$ cat src/logic/maze_pkg.sv
`default_nettype none

package maze_pkg;

    typedef logic [7:0] tft_byte_t;
    typedef logic [7:0] coord_t;
    typedef logic [15:0] rgb565_t;
    // position inside the window setup bytes
    typedef logic [3:0] win_idx_t;

    typedef enum logic [1:0] {
        unit_none,
        unit_init,
        unit_scene,
        unit_player
    } unit_t;

    // ##############################
    // panel commands
    localparam tft_byte_t cmd_swreset = 8'h01;
    localparam tft_byte_t cmd_slpout = 8'h11;
    localparam tft_byte_t cmd_colmod = 8'h3a;
    localparam tft_byte_t cmd_dispon = 8'h29;
    localparam tft_byte_t cmd_caset = 8'h2a;
    localparam tft_byte_t cmd_raset = 8'h2b;
    localparam tft_byte_t cmd_ramwr = 8'h2c;

    // power-up list, one entry per byte; 8'h55 selects 16 bpp
    localparam int init_len = 5;
    localparam tft_byte_t init_cmds [0:init_len-1] = '{
        cmd_swreset, cmd_slpout, cmd_colmod, 8'h55, cmd_dispon
    };
    // bit n belongs to entry n
    localparam logic [init_len-1:0] init_dc = 5'b01000;
    localparam logic [init_len-1:0] init_wait = 5'b00011;

    // caset, 4 data, raset, 4 data, ramwr
    localparam int win_len = 11;

    localparam rgb565_t wall_color = 16'h39e7;
    localparam rgb565_t path_color = 16'hffff;
    localparam rgb565_t player_color = 16'hf800;

    function automatic logic is_wall(coord_t col, coord_t row, coord_t w, coord_t h);
        int unsigned sum;
        sum = 3 * col + 5 * row;
        if (col == 8'd0 || row == 8'd0 || col == w - 8'd1 || row == h - 8'd1) begin
            return 1'b1;
        end
        return (sum % 7) == 0;
    endfunction

    // window setup byte, columns x0..x1 and rows y0..y1
    function automatic tft_byte_t win_byte(win_idx_t idx, coord_t x0, coord_t x1,
                                           coord_t y0, coord_t y1);
        case (idx)
            4'd0: return cmd_caset;
            4'd2: return x0;
            4'd4: return x1;
            4'd5: return cmd_raset;
            4'd7: return y0;
            4'd9: return y1;
            4'd10: return cmd_ramwr;
            default: return 8'h00;
        endcase
    endfunction

    function automatic logic win_dc(win_idx_t idx);
        return !(idx == 4'd0 || idx == 4'd5 || idx == 4'd10);
    endfunction

endpackage

`default_nettype wire

$ cat src/logic/draw_sequencer.sv
`timescale 1ns/100ps
`default_nettype none

module draw_sequencer (
    input  wire                  clk,
    input  wire                  rst,
    input  wire                  move,
    input  wire                  init_busy,
    input  maze_pkg::tft_byte_t  init_data,
    input  wire                  init_dc,
    input  wire                  init_transmit,
    input  wire                  scene_busy,
    input  maze_pkg::tft_byte_t  scene_data,
    input  wire                  scene_dc,
    input  wire                  scene_transmit,
    input  wire                  player_busy,
    input  maze_pkg::tft_byte_t  player_data,
    input  wire                  player_dc,
    input  wire                  player_transmit,
    output logic                 init_enable,
    output logic                 scene_enable,
    output logic                 player_enable,
    output maze_pkg::tft_byte_t  spi_data,
    output logic                 spi_dc,
    output logic                 spi_transmit,
    output logic                 busy
);
    import maze_pkg::*;

    unit_t phase;
    unit_t next_phase;
    // power-up still to run
    logic boot;
    // unit has had one clock to raise busy
    logic armed;
    logic pending;
    logic cur_busy;

    assign init_enable = phase == unit_init;
    assign scene_enable = phase == unit_scene;
    assign player_enable = phase == unit_player;
    assign busy = phase != unit_none;

    always_comb begin
        case (phase)
            unit_init: begin
                next_phase = unit_scene;
                cur_busy = init_busy;
                spi_data = init_data;
                spi_dc = init_dc;
                spi_transmit = init_transmit;
            end
            unit_scene: begin
                next_phase = unit_player;
                cur_busy = scene_busy;
                spi_data = scene_data;
                spi_dc = scene_dc;
                spi_transmit = scene_transmit;
            end
            unit_player: begin
                next_phase = unit_none;
                cur_busy = player_busy;
                spi_data = player_data;
                spi_dc = player_dc;
                spi_transmit = player_transmit;
            end
            default: begin
                next_phase = unit_none;
                cur_busy = 1'b0;
                spi_data = '0;
                spi_dc = 1'b0;
                spi_transmit = 1'b0;
            end
        endcase
    end

    // ##############################
    // phase stepping
    always_ff @(posedge clk) begin
        if (!rst) begin
            phase <= unit_none;
            boot <= 1'b1;
            armed <= 1'b0;
            pending <= 1'b0;
        end else begin
            armed <= 1'b1;
            if (move) begin
                pending <= 1'b1;
            end
            if (phase == unit_none) begin
                if (boot) begin
                    phase <= unit_init;
                    boot <= 1'b0;
                    armed <= 1'b0;
                end else if (move || pending) begin
                    phase <= unit_player;
                    pending <= 1'b0;
                    armed <= 1'b0;
                end
            end else if (armed && !cur_busy) begin
                phase <= next_phase;
                armed <= 1'b0;
                // scene is always followed by a player draw
                if (next_phase == unit_player) begin
                    pending <= 1'b0;
                end
            end
        end
    end

endmodule

`default_nettype wire

$ cat src/logic/maze_tft.sv
`timescale 1ns/100ps
`default_nettype none

module maze_tft #(
    parameter int MAZE_W = 8,
    parameter int MAZE_H = 6,
    parameter int CELL_SIZE = 4,
    parameter int INIT_WAIT = 64
) (
    input  wire               clk,
    input  wire               rst,
    input  wire               move,
    input  maze_pkg::coord_t  player_x,
    input  maze_pkg::coord_t  player_y,
    output logic              tft_clk,
    output logic              tft_mosi,
    output logic              tft_dc,
    output logic              busy
);
    import maze_pkg::*;

    tft_byte_t init_data, scene_data, player_data, spi_data;
    logic init_dc, scene_dc, player_dc, spi_dc;
    logic init_transmit, scene_transmit, player_transmit, spi_transmit;
    logic init_busy, scene_busy, player_busy, spi_busy;
    logic init_enable, scene_enable, player_enable;

    tft_spi spi_i (
        .clk(clk), .rst(rst),
        .data(spi_data), .dc(spi_dc), .transmit(spi_transmit),
        .tft_mosi(tft_mosi), .tft_dc(tft_dc), .tft_clk(tft_clk), .busy(spi_busy)
    );

    tft_init #(.INIT_WAIT(INIT_WAIT)) init_i (
        .clk(clk), .rst(rst), .enable(init_enable), .tft_busy(spi_busy),
        .tft_data(init_data), .tft_dc(init_dc), .tft_transmit(init_transmit),
        .busy(init_busy)
    );

    scene_exhibitor #(
        .MAZE_W(MAZE_W), .MAZE_H(MAZE_H), .CELL_SIZE(CELL_SIZE)
    ) scene_i (
        .clk(clk), .rst(rst), .enable(scene_enable), .tft_busy(spi_busy),
        .tft_data(scene_data), .tft_dc(scene_dc), .tft_transmit(scene_transmit),
        .busy(scene_busy)
    );

    player #(.CELL_SIZE(CELL_SIZE)) player_i (
        .clk(clk), .rst(rst), .enable(player_enable), .tft_busy(spi_busy),
        .x(player_x), .y(player_y),
        .tft_data(player_data), .tft_dc(player_dc), .tft_transmit(player_transmit),
        .busy(player_busy)
    );

    draw_sequencer sequencer_i (
        .clk(clk), .rst(rst), .move(move),
        .init_busy(init_busy), .init_data(init_data),
        .init_dc(init_dc), .init_transmit(init_transmit),
        .scene_busy(scene_busy), .scene_data(scene_data),
        .scene_dc(scene_dc), .scene_transmit(scene_transmit),
        .player_busy(player_busy), .player_data(player_data),
        .player_dc(player_dc), .player_transmit(player_transmit),
        .init_enable(init_enable), .scene_enable(scene_enable),
        .player_enable(player_enable),
        .spi_data(spi_data), .spi_dc(spi_dc), .spi_transmit(spi_transmit),
        .busy(busy)
    );

endmodule

`default_nettype wire

$ cat src/logic/player.sv
`timescale 1ns/100ps
`default_nettype none

module player #(
    parameter int CELL_SIZE = 4
) (
    input  wire                  clk,
    input  wire                  rst,
    input  wire                  enable,
    input  wire                  tft_busy,
    input  maze_pkg::coord_t     x,
    input  maze_pkg::coord_t     y,
    output maze_pkg::tft_byte_t  tft_data,
    output logic                 tft_dc,
    output logic                 tft_transmit,
    output logic                 busy
);
    import maze_pkg::*;

    localparam int pix_w = $clog2(CELL_SIZE * CELL_SIZE + 1);
    localparam logic [pix_w-1:0] pix_last = pix_w'(CELL_SIZE * CELL_SIZE - 1);
    localparam coord_t cell_last = coord_t'(CELL_SIZE - 1);

    typedef enum logic [1:0] {
        st_idle,
        st_send,
        st_wait_spi,
        st_done
    } state_t;

    state_t state;
    logic in_hdr;
    win_idx_t hdr_idx;
    logic lo_byte;
    logic [pix_w-1:0] pix_cnt;
    coord_t x_q, y_q;

    assign tft_data = in_hdr ?
                      win_byte(hdr_idx, x_q, x_q + cell_last, y_q, y_q + cell_last) :
                      lo_byte ? player_color[7:0] : player_color[15:8];
    assign tft_dc = in_hdr ? win_dc(hdr_idx) : 1'b1;
    assign tft_transmit = (state == st_send) && !tft_busy;

    // position is sampled once per draw
    always_ff @(posedge clk) begin
        if (state == st_idle && enable) begin
            x_q <= x;
            y_q <= y;
        end
    end

    always_ff @(posedge clk) begin
        if (!rst) begin
            state <= st_idle;
            busy <= 1'b0;
            in_hdr <= 1'b1;
            hdr_idx <= '0;
            lo_byte <= 1'b0;
            pix_cnt <= '0;
        end else begin
            case (state)
                st_idle: begin
                    if (enable) begin
                        state <= st_send;
                        busy <= 1'b1;
                        in_hdr <= 1'b1;
                        hdr_idx <= '0;
                        lo_byte <= 1'b0;
                        pix_cnt <= '0;
                    end
                end
                st_send: begin
                    if (!tft_busy) begin
                        state <= st_wait_spi;
                    end
                end
                st_wait_spi: begin
                    if (!tft_busy) begin
                        state <= st_send;
                        if (in_hdr) begin
                            if (hdr_idx == 4'(win_len - 1)) begin
                                in_hdr <= 1'b0;
                            end else begin
                                hdr_idx <= hdr_idx + 1'b1;
                            end
                        end else if (!lo_byte) begin
                            lo_byte <= 1'b1;
                        end else if (pix_cnt == pix_last) begin
                            state <= st_done;
                            busy <= 1'b0;
                        end else begin
                            lo_byte <= 1'b0;
                            pix_cnt <= pix_cnt + 1'b1;
                        end
                    end
                end
                default: begin
                    if (!enable) begin
                        state <= st_idle;
                    end
                end
            endcase
        end
    end

endmodule

`default_nettype wire

$ cat src/logic/scene_exhibitor.sv
`timescale 1ns/100ps
`default_nettype none

module scene_exhibitor #(
    parameter int MAZE_W = 8,
    parameter int MAZE_H = 6,
    parameter int CELL_SIZE = 4
) (
    input  wire                  clk,
    input  wire                  rst,
    input  wire                  enable,
    input  wire                  tft_busy,
    output maze_pkg::tft_byte_t  tft_data,
    output logic                 tft_dc,
    output logic                 tft_transmit,
    output logic                 busy
);
    import maze_pkg::*;

    localparam coord_t cell_last = coord_t'(CELL_SIZE - 1);
    localparam coord_t w_last = coord_t'(MAZE_W - 1);
    localparam coord_t h_last = coord_t'(MAZE_H - 1);
    localparam coord_t col_last = coord_t'(MAZE_W * CELL_SIZE - 1);
    localparam coord_t row_last = coord_t'(MAZE_H * CELL_SIZE - 1);

    typedef enum logic [1:0] {
        st_idle,
        st_send,
        st_wait_spi,
        st_done
    } state_t;

    state_t state;
    logic in_hdr;
    win_idx_t hdr_idx;
    logic lo_byte;
    // pixel inside the cell, and the cell itself
    coord_t px, py;
    coord_t cell_x, cell_y;
    rgb565_t color;
    logic last_pix;

    assign color = is_wall(cell_x, cell_y, coord_t'(MAZE_W), coord_t'(MAZE_H)) ?
                   wall_color : path_color;
    assign last_pix = px == cell_last && cell_x == w_last &&
                      py == cell_last && cell_y == h_last;

    assign tft_data = in_hdr ? win_byte(hdr_idx, 8'd0, col_last, 8'd0, row_last) :
                      lo_byte ? color[7:0] : color[15:8];
    assign tft_dc = in_hdr ? win_dc(hdr_idx) : 1'b1;
    assign tft_transmit = (state == st_send) && !tft_busy;

    always_ff @(posedge clk) begin
        if (!rst) begin
            state <= st_idle;
            busy <= 1'b0;
            in_hdr <= 1'b1;
            hdr_idx <= '0;
            lo_byte <= 1'b0;
            px <= '0;
            py <= '0;
            cell_x <= '0;
            cell_y <= '0;
        end else begin
            case (state)
                st_idle: begin
                    if (enable) begin
                        state <= st_send;
                        busy <= 1'b1;
                        in_hdr <= 1'b1;
                        hdr_idx <= '0;
                        lo_byte <= 1'b0;
                        px <= '0;
                        py <= '0;
                        cell_x <= '0;
                        cell_y <= '0;
                    end
                end
                st_send: begin
                    if (!tft_busy) begin
                        state <= st_wait_spi;
                    end
                end
                st_wait_spi: begin
                    if (!tft_busy) begin
                        state <= st_send;
                        if (in_hdr) begin
                            if (hdr_idx == 4'(win_len - 1)) begin
                                in_hdr <= 1'b0;
                            end else begin
                                hdr_idx <= hdr_idx + 1'b1;
                            end
                        end else if (!lo_byte) begin
                            lo_byte <= 1'b1;
                        end else begin
                            lo_byte <= 1'b0;
                            // left to right, then next pixel row
                            if (px != cell_last) begin
                                px <= px + 1'b1;
                            end else begin
                                px <= '0;
                                if (cell_x != w_last) begin
                                    cell_x <= cell_x + 1'b1;
                                end else begin
                                    cell_x <= '0;
                                    if (py != cell_last) begin
                                        py <= py + 1'b1;
                                    end else begin
                                        py <= '0;
                                        cell_y <= cell_y + 1'b1;
                                    end
                                end
                            end
                            if (last_pix) begin
                                state <= st_done;
                                busy <= 1'b0;
                            end
                        end
                    end
                end
                default: begin
                    if (!enable) begin
                        state <= st_idle;
                    end
                end
            endcase
        end
    end

endmodule

`default_nettype wire

$ cat src/logic/tft_init.sv
`timescale 1ns/100ps
`default_nettype none

module tft_init #(
    parameter int INIT_WAIT = 64
) (
    input  wire                  clk,
    input  wire                  rst,
    input  wire                  enable,
    input  wire                  tft_busy,
    output maze_pkg::tft_byte_t  tft_data,
    output logic                 tft_dc,
    output logic                 tft_transmit,
    output logic                 busy
);
    import maze_pkg::*;

    localparam int idx_w = $clog2(init_len);
    localparam int cnt_w = $clog2(INIT_WAIT + 1);
    localparam logic [idx_w-1:0] idx_last = idx_w'(init_len - 1);

    typedef enum logic [2:0] {
        st_idle,
        st_send,
        st_wait_spi,
        st_delay,
        st_done
    } state_t;

    state_t state;
    logic [idx_w-1:0] idx;
    logic [cnt_w-1:0] wait_cnt;

    assign tft_data = init_cmds[idx];
    assign tft_dc = init_dc[idx];
    assign tft_transmit = (state == st_send) && !tft_busy;

    always_ff @(posedge clk) begin
        if (!rst) begin
            state <= st_idle;
            busy <= 1'b0;
            idx <= '0;
            wait_cnt <= '0;
        end else begin
            case (state)
                st_idle: begin
                    if (enable) begin
                        state <= st_send;
                        busy <= 1'b1;
                        idx <= '0;
                    end
                end
                st_send: begin
                    if (!tft_busy) begin
                        state <= st_wait_spi;
                    end
                end
                st_wait_spi: begin
                    if (!tft_busy) begin
                        if (init_wait[idx]) begin
                            state <= st_delay;
                            wait_cnt <= cnt_w'(INIT_WAIT - 1);
                        end else if (idx == idx_last) begin
                            state <= st_done;
                            busy <= 1'b0;
                        end else begin
                            state <= st_send;
                            idx <= idx + 1'b1;
                        end
                    end
                end
                st_delay: begin
                    // panel needs time after reset and sleep out
                    if (wait_cnt != '0) begin
                        wait_cnt <= wait_cnt - 1'b1;
                    end else if (idx == idx_last) begin
                        state <= st_done;
                        busy <= 1'b0;
                    end else begin
                        state <= st_send;
                        idx <= idx + 1'b1;
                    end
                end
                default: begin
                    if (!enable) begin
                        state <= st_idle;
                    end
                end
            endcase
        end
    end

endmodule

`default_nettype wire

$ cat src/logic/tft_spi.sv
`timescale 1ns/100ps
`default_nettype none

module tft_spi (
    input  wire                  clk,
    input  wire                  rst,
    input  maze_pkg::tft_byte_t  data,
    input  wire                  dc,
    input  wire                  transmit,
    output logic                 tft_mosi,
    output logic                 tft_dc,
    output logic                 tft_clk,
    output logic                 busy
);
    import maze_pkg::*;

    tft_byte_t shift;
    logic [2:0] bit_cnt;
    // low half, then high half of each bit
    logic phase;

    assign tft_clk = phase;

    always_ff @(posedge clk) begin
        if (!rst) begin
            busy <= 1'b0;
            phase <= 1'b0;
            tft_mosi <= 1'b0;
            tft_dc <= 1'b0;
            bit_cnt <= 3'd0;
        end else if (!busy) begin
            if (transmit) begin
                busy <= 1'b1;
                tft_mosi <= data[7];
                shift <= {data[6:0], 1'b0};
                tft_dc <= dc;
                bit_cnt <= 3'd0;
            end
        end else if (!phase) begin
            // panel samples mosi here
            phase <= 1'b1;
        end else begin
            phase <= 1'b0;
            if (bit_cnt == 3'd7) begin
                busy <= 1'b0;
                tft_mosi <= 1'b0;
                tft_dc <= 1'b0;
            end else begin
                bit_cnt <= bit_cnt + 3'd1;
                tft_mosi <= shift[7];
                shift <= {shift[6:0], 1'b0};
            end
        end
    end

endmodule

`default_nettype wire

$ cat config.mk
export PLATFORM = sky130hd
export DESIGN_NAME = maze_tft
export DESIGN_NICKNAME = d
export VERILOG_FILES = /design/src/logic/maze_pkg.sv /design/src/logic/draw_sequencer.sv /design/src/logic/maze_tft.sv /design/src/logic/player.sv /design/src/logic/scene_exhibitor.sv /design/src/logic/tft_init.sv /design/src/logic/tft_spi.sv
export SDC_FILE = /design/constraint.sdc
export NUM_CORES = 1
export LEC_CHECK = 0
export ABC_AREA = 1
export CAP_MARGIN = 20
export CORE_ASPECT_RATIO = 1.25
export CORE_UTILIZATION = 30
export DETAILED_ROUTE_END_ITERATION = 8
export DONT_BUFFER_PORTS = 1
export GPL_TIMING_DRIVEN = 0
export SLEW_MARGIN = 20
export SYNTH_ARGS = -nofsm -noshare
export SYNTH_HDL_FRONTEND = slang
export SYNTH_HIERARCHICAL = 1
export SYNTH_SLANG_ARGS = --single-unit
$ cat constraint.sdc
create_clock -name clk -period 9.3 [get_ports clk]
set_input_delay 1.86 -clock clk [delete_from_list [all_inputs] [get_ports clk]]
set_output_delay 1.86 -clock clk [all_outputs]
set_load 0.05 [all_outputs]
==> results.yml, run 1 <==
timing:
  slew_viol_final: 0
  min_period_ps: 7350
  worst_pin_slew_ps: 806
  maxSlewHeadroom_pct: 45.9
  timing.final.ws_setup_ps: 1950
  holdWs_ps: 460
  max_freq_mhz: 136
  finalSetupViolations: 0
  final-hold-violation-count: 0
  fin_skew_ps: 11.6
  post-route-period-util_pct: 79.0
  fin_setup_tns_ps: 0
  rsz0062_at_grt: "false"
synthesis:
  async_reset_ff_share_pct: 0
  yosysSeqAreaShare_pct: 28.9
  ys_warn_count: 6
  ys_dominant_reg_cell: "dfxtp_1"
  netlist_area_mm2: 0.00815
  postSynthAreaPerCell_um2: 7.03
  synth_top_cell_by_area: "dfxtp_1"
  netlist_instances: 1160
  yosys.cell_types.count: 57
  synth.area.top_cells: "dfxtp_1 (20%), nand2_1 (13%), ha_1 (9.2%)"
  synth.top_cell.area_share_pct: 20.4
  synth-seq-cells: 106
  synth_edf_count: 23
  syn-num-nets: 1252
clocking:
  cts-root-buf: "clkbuf_16"
  cts_buffer_depth: 2
  clk_pin_slew_ps: 80
  cts-resized-gates: 0
  cts_made_buffers: 9
  cts_tree: "yes"
  cts_sinks: 106
  postCtsHoldBufs: 0
  clk_latency_ps: 370
  cts_max_level: 3
  postCtsSetupRepairBufs: 0
final_layout:
  design_area_mm2: 0.00888
  syn_to_final_growth_pct: 8.89
  n_antenna_cell: 0
  layout-drive-gt1-share_pct: 11.1
  final_cell_mix: "nand2_1 (288), inv_1 (191), nand3_1 (83), dfxtp_1 (83), nor2_1 (81)"
  final_common_cell: "nand2_1"
  nNetsFinal: 1263
setup_path:
  cp_slowest_stage_delay_ps: 520
  arrival_ps: 7610
  cp_slowest_cell: "fa_1"
  cpMostUsedCell: "nand2_1"
  cp-start-kind: "register"
  path_class: "reg2reg"
  crit_start: "scene_i/cell_y[2]"
  cp.required_ps: 9560
  cp_max_fo: 5
  rr_startpoint: "scene_i/cell_y[2]"
  end_kind: "register"
global_routing:
  grtUsageTotal_pct: 12.8
  grt-ovfl-total: 0
  grt_first_pass_wirelength_mm: 29.1
  grt_pass1_vias: 6620
  antenna_found_initial: 0
  grt_max_degree: 22
detailed_routing:
  routedWlPerCell_um: 11.2
  remaining_drc_errors: 0
  drt_iter0_markers: 208
  drt_wl_total_mm: 17.0
  viasPerCell: 4.64
  vias: 7050
  ant_nets: 0
  dr.pass1.iters: 4
pwr:
  comb_power_share_pct: 47.0
  vdd_drop_max_v: 0.000107
  p_per_area_mw_per_mm2: 219
  pwr-share-clk_pct: 19.7
  seq_power_share_pct: 33.3
  p_int_mw: 1.05
  p_leak_nw: 4.31
  design_power_total_mw: 1.94
  swShare_pct: 45.8
  p_switching_uw: 890
floorplan:
  die_x_um: 149
  die_area_mm2: 0.0278
  ioPinCount: 23
  coreArea_mm2: 0.0267
  initial_core_util_pct: 30.5
  row_count: 67
  die_h_um: 186
placed_design:
  post-dp-hpwl_mm: 13.5
  place_worst_setup_slack_ps: 1900
  placed_area_mm2: 0.00858
  gp_congestion: 0.801
  io_buffer_count: 0
job:
  maxCapViolCount: 0
min_path:
  hp-class: "reg2reg"
  holdCritStartpoint: "sequencer_i/boot"
run_status:
  outcome: "finished clean"
synth_stat cells, types with 2 or more instances:
library cell,n
o211ai_1,4
xnor2_1,2
nor3b_1,9
nand2_2,34
nand4_2,5
dfxtp_1,83
o21ai_0,29
o21a_1,2
nor2_1,81
nand3_2,5
nor2_4,10
nand4_1,26
nand4_4,2
nor3_1,27
buf_4,5
a31oi_1,3
or2_1,2
o21ai_1,13
nand3b_1,2
edfxtp_1,23
a21oi_1,61
ha_1,60
inv_1,191
nor3b_2,2
nand2_4,8
nand3_1,83
inv_2,15
nor4_1,6
buf_2,5
o21ai_2,7
and3_1,2
fa_1,13
clkinv_1,4
clkbuf_1,3
nor2_2,2
nand2_1,288
xor2_1,12
a221oi_1,2
buf_6,6
a211oi_1,6
sequential cells by signal, indices dropped and copies added (netlist names), 4 cells and up, named ones only:
name	flops
init_i/wait_cnt	7
scene_i/cell_y	8
scene_i/py	8
player_i/y_q	8
player_i/pix_cnt	5
player_i/x_q	8
player_i/hdr_idx	4
scene_i/px	8
spi_i/shift	7
scene_i/cell_x	8
scene_i/hdr_idx	4
worst max-delay path, delay by kind of cell, from the launching register on:
kind | cells | cell delay, ps
AND/OR/NAND/NOR | 44 | 3660
adder cells (fa/ha/maj) | 6 | 2070
AO/OA/AOI/OAI | 4 | 550
buffers and inverters | 7 | 510
flip-flops | 1 | 450
cell families (layout without fill, tap and decap cells):
kind of cell | after synthesis | count (layout) | share of synthesized area [%]
adder cells (fa/ha/maj) | 73 | 73 | 12.4
AND/OR/NAND/NOR | 598 | 598 | 35.5
XOR/XNOR | 15 | 15 | 1.70
other | 1 | 1 | 0.0460
flip-flops | 106 | 106 | 28.9
AO/OA/AOI/OAI | 138 | 138 | 10.1
buffers and inverters | 229 | 245 | 11.4
cell type report:
| class | count | area (um2) |
|---|---|---|
| fill | 2839 | 17900 |
| multi-input combinational | 825 | 4870 |
| sequential | 106 | 2350 |
| inverter | 210 | 788 |
| tap | 345 | 432 |
| clock buffer | 9 | 225 |
| buffer | 19 | 141 |
| clock inverter | 7 | 67.6 |
per-stage QoR:
step | utilization, % | instances
final | 33.2 | 1521
after global routing | 33.2 | 1521
after CTS | 33.2 | 1521
after detailed placement | 32.1 | 1505
after global placement | 32.1 | 1505
after floorplan | - | 1160
power by group through the flow:
| stage | logic (mW) | registers, mW | clock network, mW |
|---|---|---|---|
| 2_1_floorplan | 0.742 | 0.637 | 0 |
| 3_3_place_gp | 0.908 | 0.658 | 0 |
| 3_5_place_dp | 0.916 | 0.659 | 0 |
| 4_1_cts | 0.922 | 0.650 | 0.396 |
| 5_1_grt | 1.05 | 0.662 | 0.413 |
| 6_report | 0.914 | 0.648 | 0.383 |
metal layers:
layer  global-route usage (%)  share of wire, %
met3                     1.05               1.6
met5                        0                 0
met1                     14.0                44
met4                     5.96               2.2
met2                     24.7                53
path summary, 6_finish.rpt:
kind / endpoint / slack (ps) / depth (start not counted)
worst max-delay path: spi_i/tft_mosi / 1950 / 61
worst min-delay path: sequencer_i/boot / 460 / 2
worst max register to register: spi_i/tft_mosi / 1950 / 61
worst min register to register: sequencer_i/boot / 460 / 2
No activity file was read; power rests on OpenSTA's default activity.
==> run 2: changes to the inputs <==
==> constraint.sdc (replaced) <==
create_clock -name clk -period 6 [get_ports clk]
set_input_delay 1.2 -clock clk [delete_from_list [all_inputs] [get_ports clk]]
set_output_delay 1.2 -clock clk [all_outputs]
set_load 0.05 [all_outputs]
==> results.yml, run 2 (synthesis results as in run 1) <==
min_path:
  min_path_cells: 2
  hold_end: "sequencer_i/boot"
  holdCritStartpoint: "sequencer_i/boot"
  hp-class: "reg2reg"
timing:
  worst_pin_slew_ps: 854
  finalSetupViolations: 6
  rsz0062_at_grt: "true"
  min_period_ps: 6750
  fin_skew_ps: 13.0
  maxSlewHeadroom_pct: 42.7
  post-route-period-util_pct: 113
  timing.final.ws_setup_ps: -753
  holdWs_ps: 465
  slew_viol_final: 0
  final-hold-violation-count: 0
  max_freq_mhz: 148
detailed_routing:
  remaining_drc_errors: 0
  viasPerCell: 4.64
  routedWlPerCell_um: 11.3
  ant_nets: 0
  drt_iter0_markers: 361
  vias: 7217
  dr.pass1.iters: 4
  drt_wl_total_mm: 17.6
floorplan:
  die_x_um: 149
  die_h_um: 186
  initial_core_util_pct: 30.5
  coreArea_mm2: 0.0267
  die_area_mm2: 0.0278
  ioPinCount: 23
  row_count: 67
placed_design:
  post-dp-hpwl_mm: 13.3
  gp_congestion: 0.839
  placed_area_mm2: 0.00883
  place_worst_setup_slack_ps: -990
  io_buffer_count: 0
  dpl.cell_count: 1505
setup_path:
  cp-start-kind: "register"
  crit_family: "simple AND/OR/NAND/NOR gates"
  arrival_ps: 6860
  cp.required_ps: 6110
  rr_startpoint: "scene_i/cell_y[3]"
  reg2reg_slack_ps: -750
  path_buf_inv: 8
  cp_max_fo: 5
  path_class: "reg2reg"
  cp_slowest_stage_delay_ps: 550
  regToRegEndpoint: "spi_i/shift[2]"
  cp_slowest_cell: "fa_1"
  worstRegToRegCells: 60
  end_kind: "register"
clocking:
  clk_pin_slew_ps: 70
  cts_made_buffers: 9
  cts_sinks: 106
  cts-root-buf: "clkbuf_16"
  cts_tree: "yes"
  cts_buffer_depth: 2
  clk_latency_ps: 350
  cts_max_level: 3
pwr:
  p_int_mw: 1.75
  vdd_drop_max_v: 0.000137
  comb_power_share_pct: 48.4
  p_switching_mw: 1.38
  p_per_area_mw_per_mm2: 326
  p_leak_nw: 4.54
  swShare_pct: 44.1
  pwr-share-clk_pct: 19.5
  seq_power_share_pct: 32.1
final_layout:
  finalNonFillerCells: 1555
  layout-drive-gt1-share_pct: 20.1
  design_area_mm2: 0.00961
  syn_to_final_growth_pct: 17.9
  final_common_cell: "nand2_1"
  nNetsFinal: 1297
  final_cell_mix: "nand2_1 (254), inv_1 (185), nor2_1 (79)"
  n_antenna_cell: 0
run_status:
  outcome: "finished with violations"
  violations: "negative setup slack"
global_routing:
  grtUsageTotal_pct: 12.9
  grt-ovfl-total: 0
  grt_max_degree: 22
  antenna_found_initial: 0
  grt_first_pass_wirelength_mm: 30.0
  grt_pass1_vias: 6854
job:
  maxCapViolCount: 0
[run 2: metal layers]
metal,global-route usage [%],vias to the layer above,wire (um)
li1,-,3819,-
met1,15.6,3299,8170
met2,23.7,84,8860
met3,1.54,15,362
met4,3.67,0,226
met5,0,-,0
[run 2: repair_timing]
item                                    CTS  global route
resized for setup                        25            40
pin swaps                                28            43
setup buffers                            28             6
gates cloned                              0             0
hold buffers                              0             0
endpoints found under the setup margin    6             6
[run 2: layout make-up]
| cell class | instances | area, um2 |
|---|---|---|
| Multi-Input combinational cell | 825 | 5290 |
| Clock inverter | 3 | 46.3 |
| Sequential cell | 106 | 2380 |
| Timing Repair Buffer | 34 | 263 |
| Fill cell | 2758 | 17100 |
| Tap cell | 345 | 432 |
| Clock buffer | 13 | 262 |
| Buffer | 19 | 145 |
| Inverter | 210 | 791 |
[run 2: worst min-delay path, delay by kind of cell, from the launching register on]
family | cells | cell delay, ps
flip-flops | 1 | 300
AO/OA/AOI/OAI | 1 | 70
buffers and inverters | 1 | 50
[run 2: how the worst max path moves through the flow]
stage,depth (start not counted),endpoint,startpoint
final,60,spi_i/shift[2],scene_i/cell_y[3]
after detailed placement,61,spi_i/tft_mosi,scene_i/cell_y[0]
after global placement,60,spi_i/tft_mosi,scene_i/cell_y[1]
after CTS,61,spi_i/tft_mosi,scene_i/cell_y[5]
after floorplan,61,spi_i/tft_mosi,scene_i/cell_y[4]
after global routing,58,spi_i/shift[4],scene_i/cell_y[3]
[run 2: per-stage QoR]
stage / power, mW / utilization (%) / setup TNS [ps]
6_report: 3.14 / 35.9 / -4300
5_1_grt: 3.44 / 35.9 / -7260
4_1_cts: 3.13 / 35.2 / -3900
3_5_place_dp: 2.46 / 33.0 / -4940
3_3_place_gp: 2.43 / 33.0 / -4620
2_1_floorplan: 2.16 / - / -1280
[run 2: power by group through the flow]
| stage | Sequential [mW] | Clock (mW) | Combinational [mW] |
|---|---|---|---|
| finish | 1.01 | 0.612 | 1.52 |
| global route | 1.03 | 0.662 | 1.75 |
| CTS | 1.01 | 0.636 | 1.48 |
| detailed placement | 1.03 | 0 | 1.44 |
| global placement | 1.02 | 0 | 1.41 |
| floorplan | 0.988 | 0 | 1.17 |
==> run 3: changes to the inputs <==
--- a/config.mk
+++ b/config.mk
@@ -12,7 +12,7 @@
 export DETAILED_ROUTE_END_ITERATION = 8
 export DONT_BUFFER_PORTS = 1
 export GPL_TIMING_DRIVEN = 0
-export SLEW_MARGIN = 20
+export SKIP_CTS_REPAIR_TIMING = 1
 export SYNTH_ARGS = -nofsm -noshare
 export SYNTH_HDL_FRONTEND = slang
 export SYNTH_HIERARCHICAL = 1
==> results.yml, run 3 (synthesis results as in run 1) <==
detailed_routing:
  dr.pass1.iters: 5
  drt_wl_total_mm: 17.2
  vias: 7102
  viasPerCell: 4.63
  ant_nets: 0
  routedWlPerCell_um: 11.2
  drt_iter0_markers: 381
  remaining_drc_errors: 0
final_layout:
  nNetsFinal: 1275
  final_common_cell: "nand2_1"
  nFillCells: 2760
  multi_input_area_mm2: 0.00528
  final_cell_mix: "nand2_1 (258), inv_1 (185), nor2_1 (79)"
  layout-drive-gt1-share_pct: 18.0
  n_antenna_cell: 0
  final_util_pct: 35.3
  syn_to_final_growth_pct: 15.7
  register_area_mm2: 0.00238
global_routing:
  grt_max_degree: 22
  grt_first_pass_wirelength_mm: 29.0
  antenna_found_initial: 0
  grt-ovfl-total: 0
  grt_pass1_vias: 6615
  grtUsageTotal_pct: 12.5
timing:
  maxSlewHeadroom_pct: 42.5
  timing.final.ws_setup_ps: -802
  post-route-period-util_pct: 113
  fin_setup_tns_ps: -4380
  min_period_ps: 6800
  finalSetupViolations: 6
  max_freq_mhz: 147
  fin_skew_ps: 12.9
  worst_pin_slew_ps: 857
  final-hold-violation-count: 0
  slew_viol_final: 0
  rsz0062_at_grt: "true"
setup_path:
  cp_slowest_cell: "fa_1"
  cp_slowest_stage_delay_ps: 550
  path_class: "reg2reg"
  cp.required_ps: 6240
  cpMostUsedCell: "nand2_2"
  cp_max_fo: 5
  reg2reg_slack_ps: -800
  end_kind: "register"
  cp-start-kind: "register"
  arrival_ps: 7050
placed_design:
  io_buffer_count: 0
  gp_congestion: 0.839
  post-dp-hpwl_mm: 13.3
run_status:
  outcome: "finished with violations"
  violations: "negative setup slack"
clocking:
  cts_tree: "yes"
  clk_pin_slew_ps: 70
  cts_max_level: 3
  clk_latency_ps: 350
  cts_buffer_depth: 2
  cts_sinks: 106
  cts_made_buffers: 9
  cts-root-buf: "clkbuf_16"
pwr:
  p_leak_nw: 4.41
  p_per_area_mw_per_mm2: 331
  vdd_drop_max_v: 0.000139
min_path:
  hp-class: "reg2reg"
floorplan:
  die_x_um: 149
  ioPinCount: 23
  coreArea_mm2: 0.0267
  initial_core_util_pct: 30.5
  die_area_mm2: 0.0278
  die_h_um: 186
  row_count: 67
job:
  maxCapViolCount: 0
==> run 3: changes by cell type in the layout (fill, tap and decap cells not counted), moves of 2 or more <==
cell / change
buf_4: -20
nand3_2: -4
nand2_2: -5
nand3_1: +3
buf_6: -2
nand2_1: +4
==> run 3: per-layer routing <==
layer / GRT usage, % / routed length (um) / part of all wire [%]
met5: 0 / 0 / 0
met2: 22.6 / 8620 / 50
met3: 1.54 / 384 / 2.2
met4: 3.55 / 211 / 1.2
met1: 15.3 / 7980 / 46
==> run 3: cell type report <==
cell class	instances	share of cell area [%]
Inverter	210	8.39
Clock inverter	3	0.491
Timing Repair Buffer	12	0.956
Tap cell	345	4.58
Buffer	19	1.54
Sequential cell	106	25.2
Multi-Input combinational cell	825	56.0
Clock buffer	13	2.77
==> run 3: critical path: cells and delay by family, from the launching register on <==
kind / cells / cell delay, ps
buf+inv: 7 / 420
flops: 1 / 380
compound gates: 2 / 190
simple gates: 45 / 3770
fa+ha+maj: 6 / 1940
==> run 3: report_power, final <==
part	switching (mW)	internal (mW)	total [mW]
sequential	0.141	0.872	1.01
combinational	0.978	0.518	1.50
clock	0.262	0.351	0.614
==> run 3: stage by stage <==
stage | hold slack [ps] | cell area [um2] | power (mW) | setup WS (ps) | cells
after detailed placement | 460 | 8830 | 2.46 | -990 | 1505
after floorplan | 436 | 8400 | 2.16 | -316 | 1160
after global placement | 450 | 8830 | 2.43 | -951 | 1505
after global routing | 513 | 9430 | 3.42 | -1240 | 1533
after CTS | 473 | 9140 | 3.09 | -1020 | 1521
final | 465 | 9430 | 3.12 | -802 | 1533
==> run 3: path summary, 6_finish.rpt <==
path         cells past startpoint         startpoint          endpoint
max                             60  scene_i/cell_y[3]    spi_i/tft_mosi
max reg2reg                     60  scene_i/cell_y[3]    spi_i/tft_mosi
min                              2   sequencer_i/boot  sequencer_i/boot
min reg2reg                      2   sequencer_i/boot  sequencer_i/boot
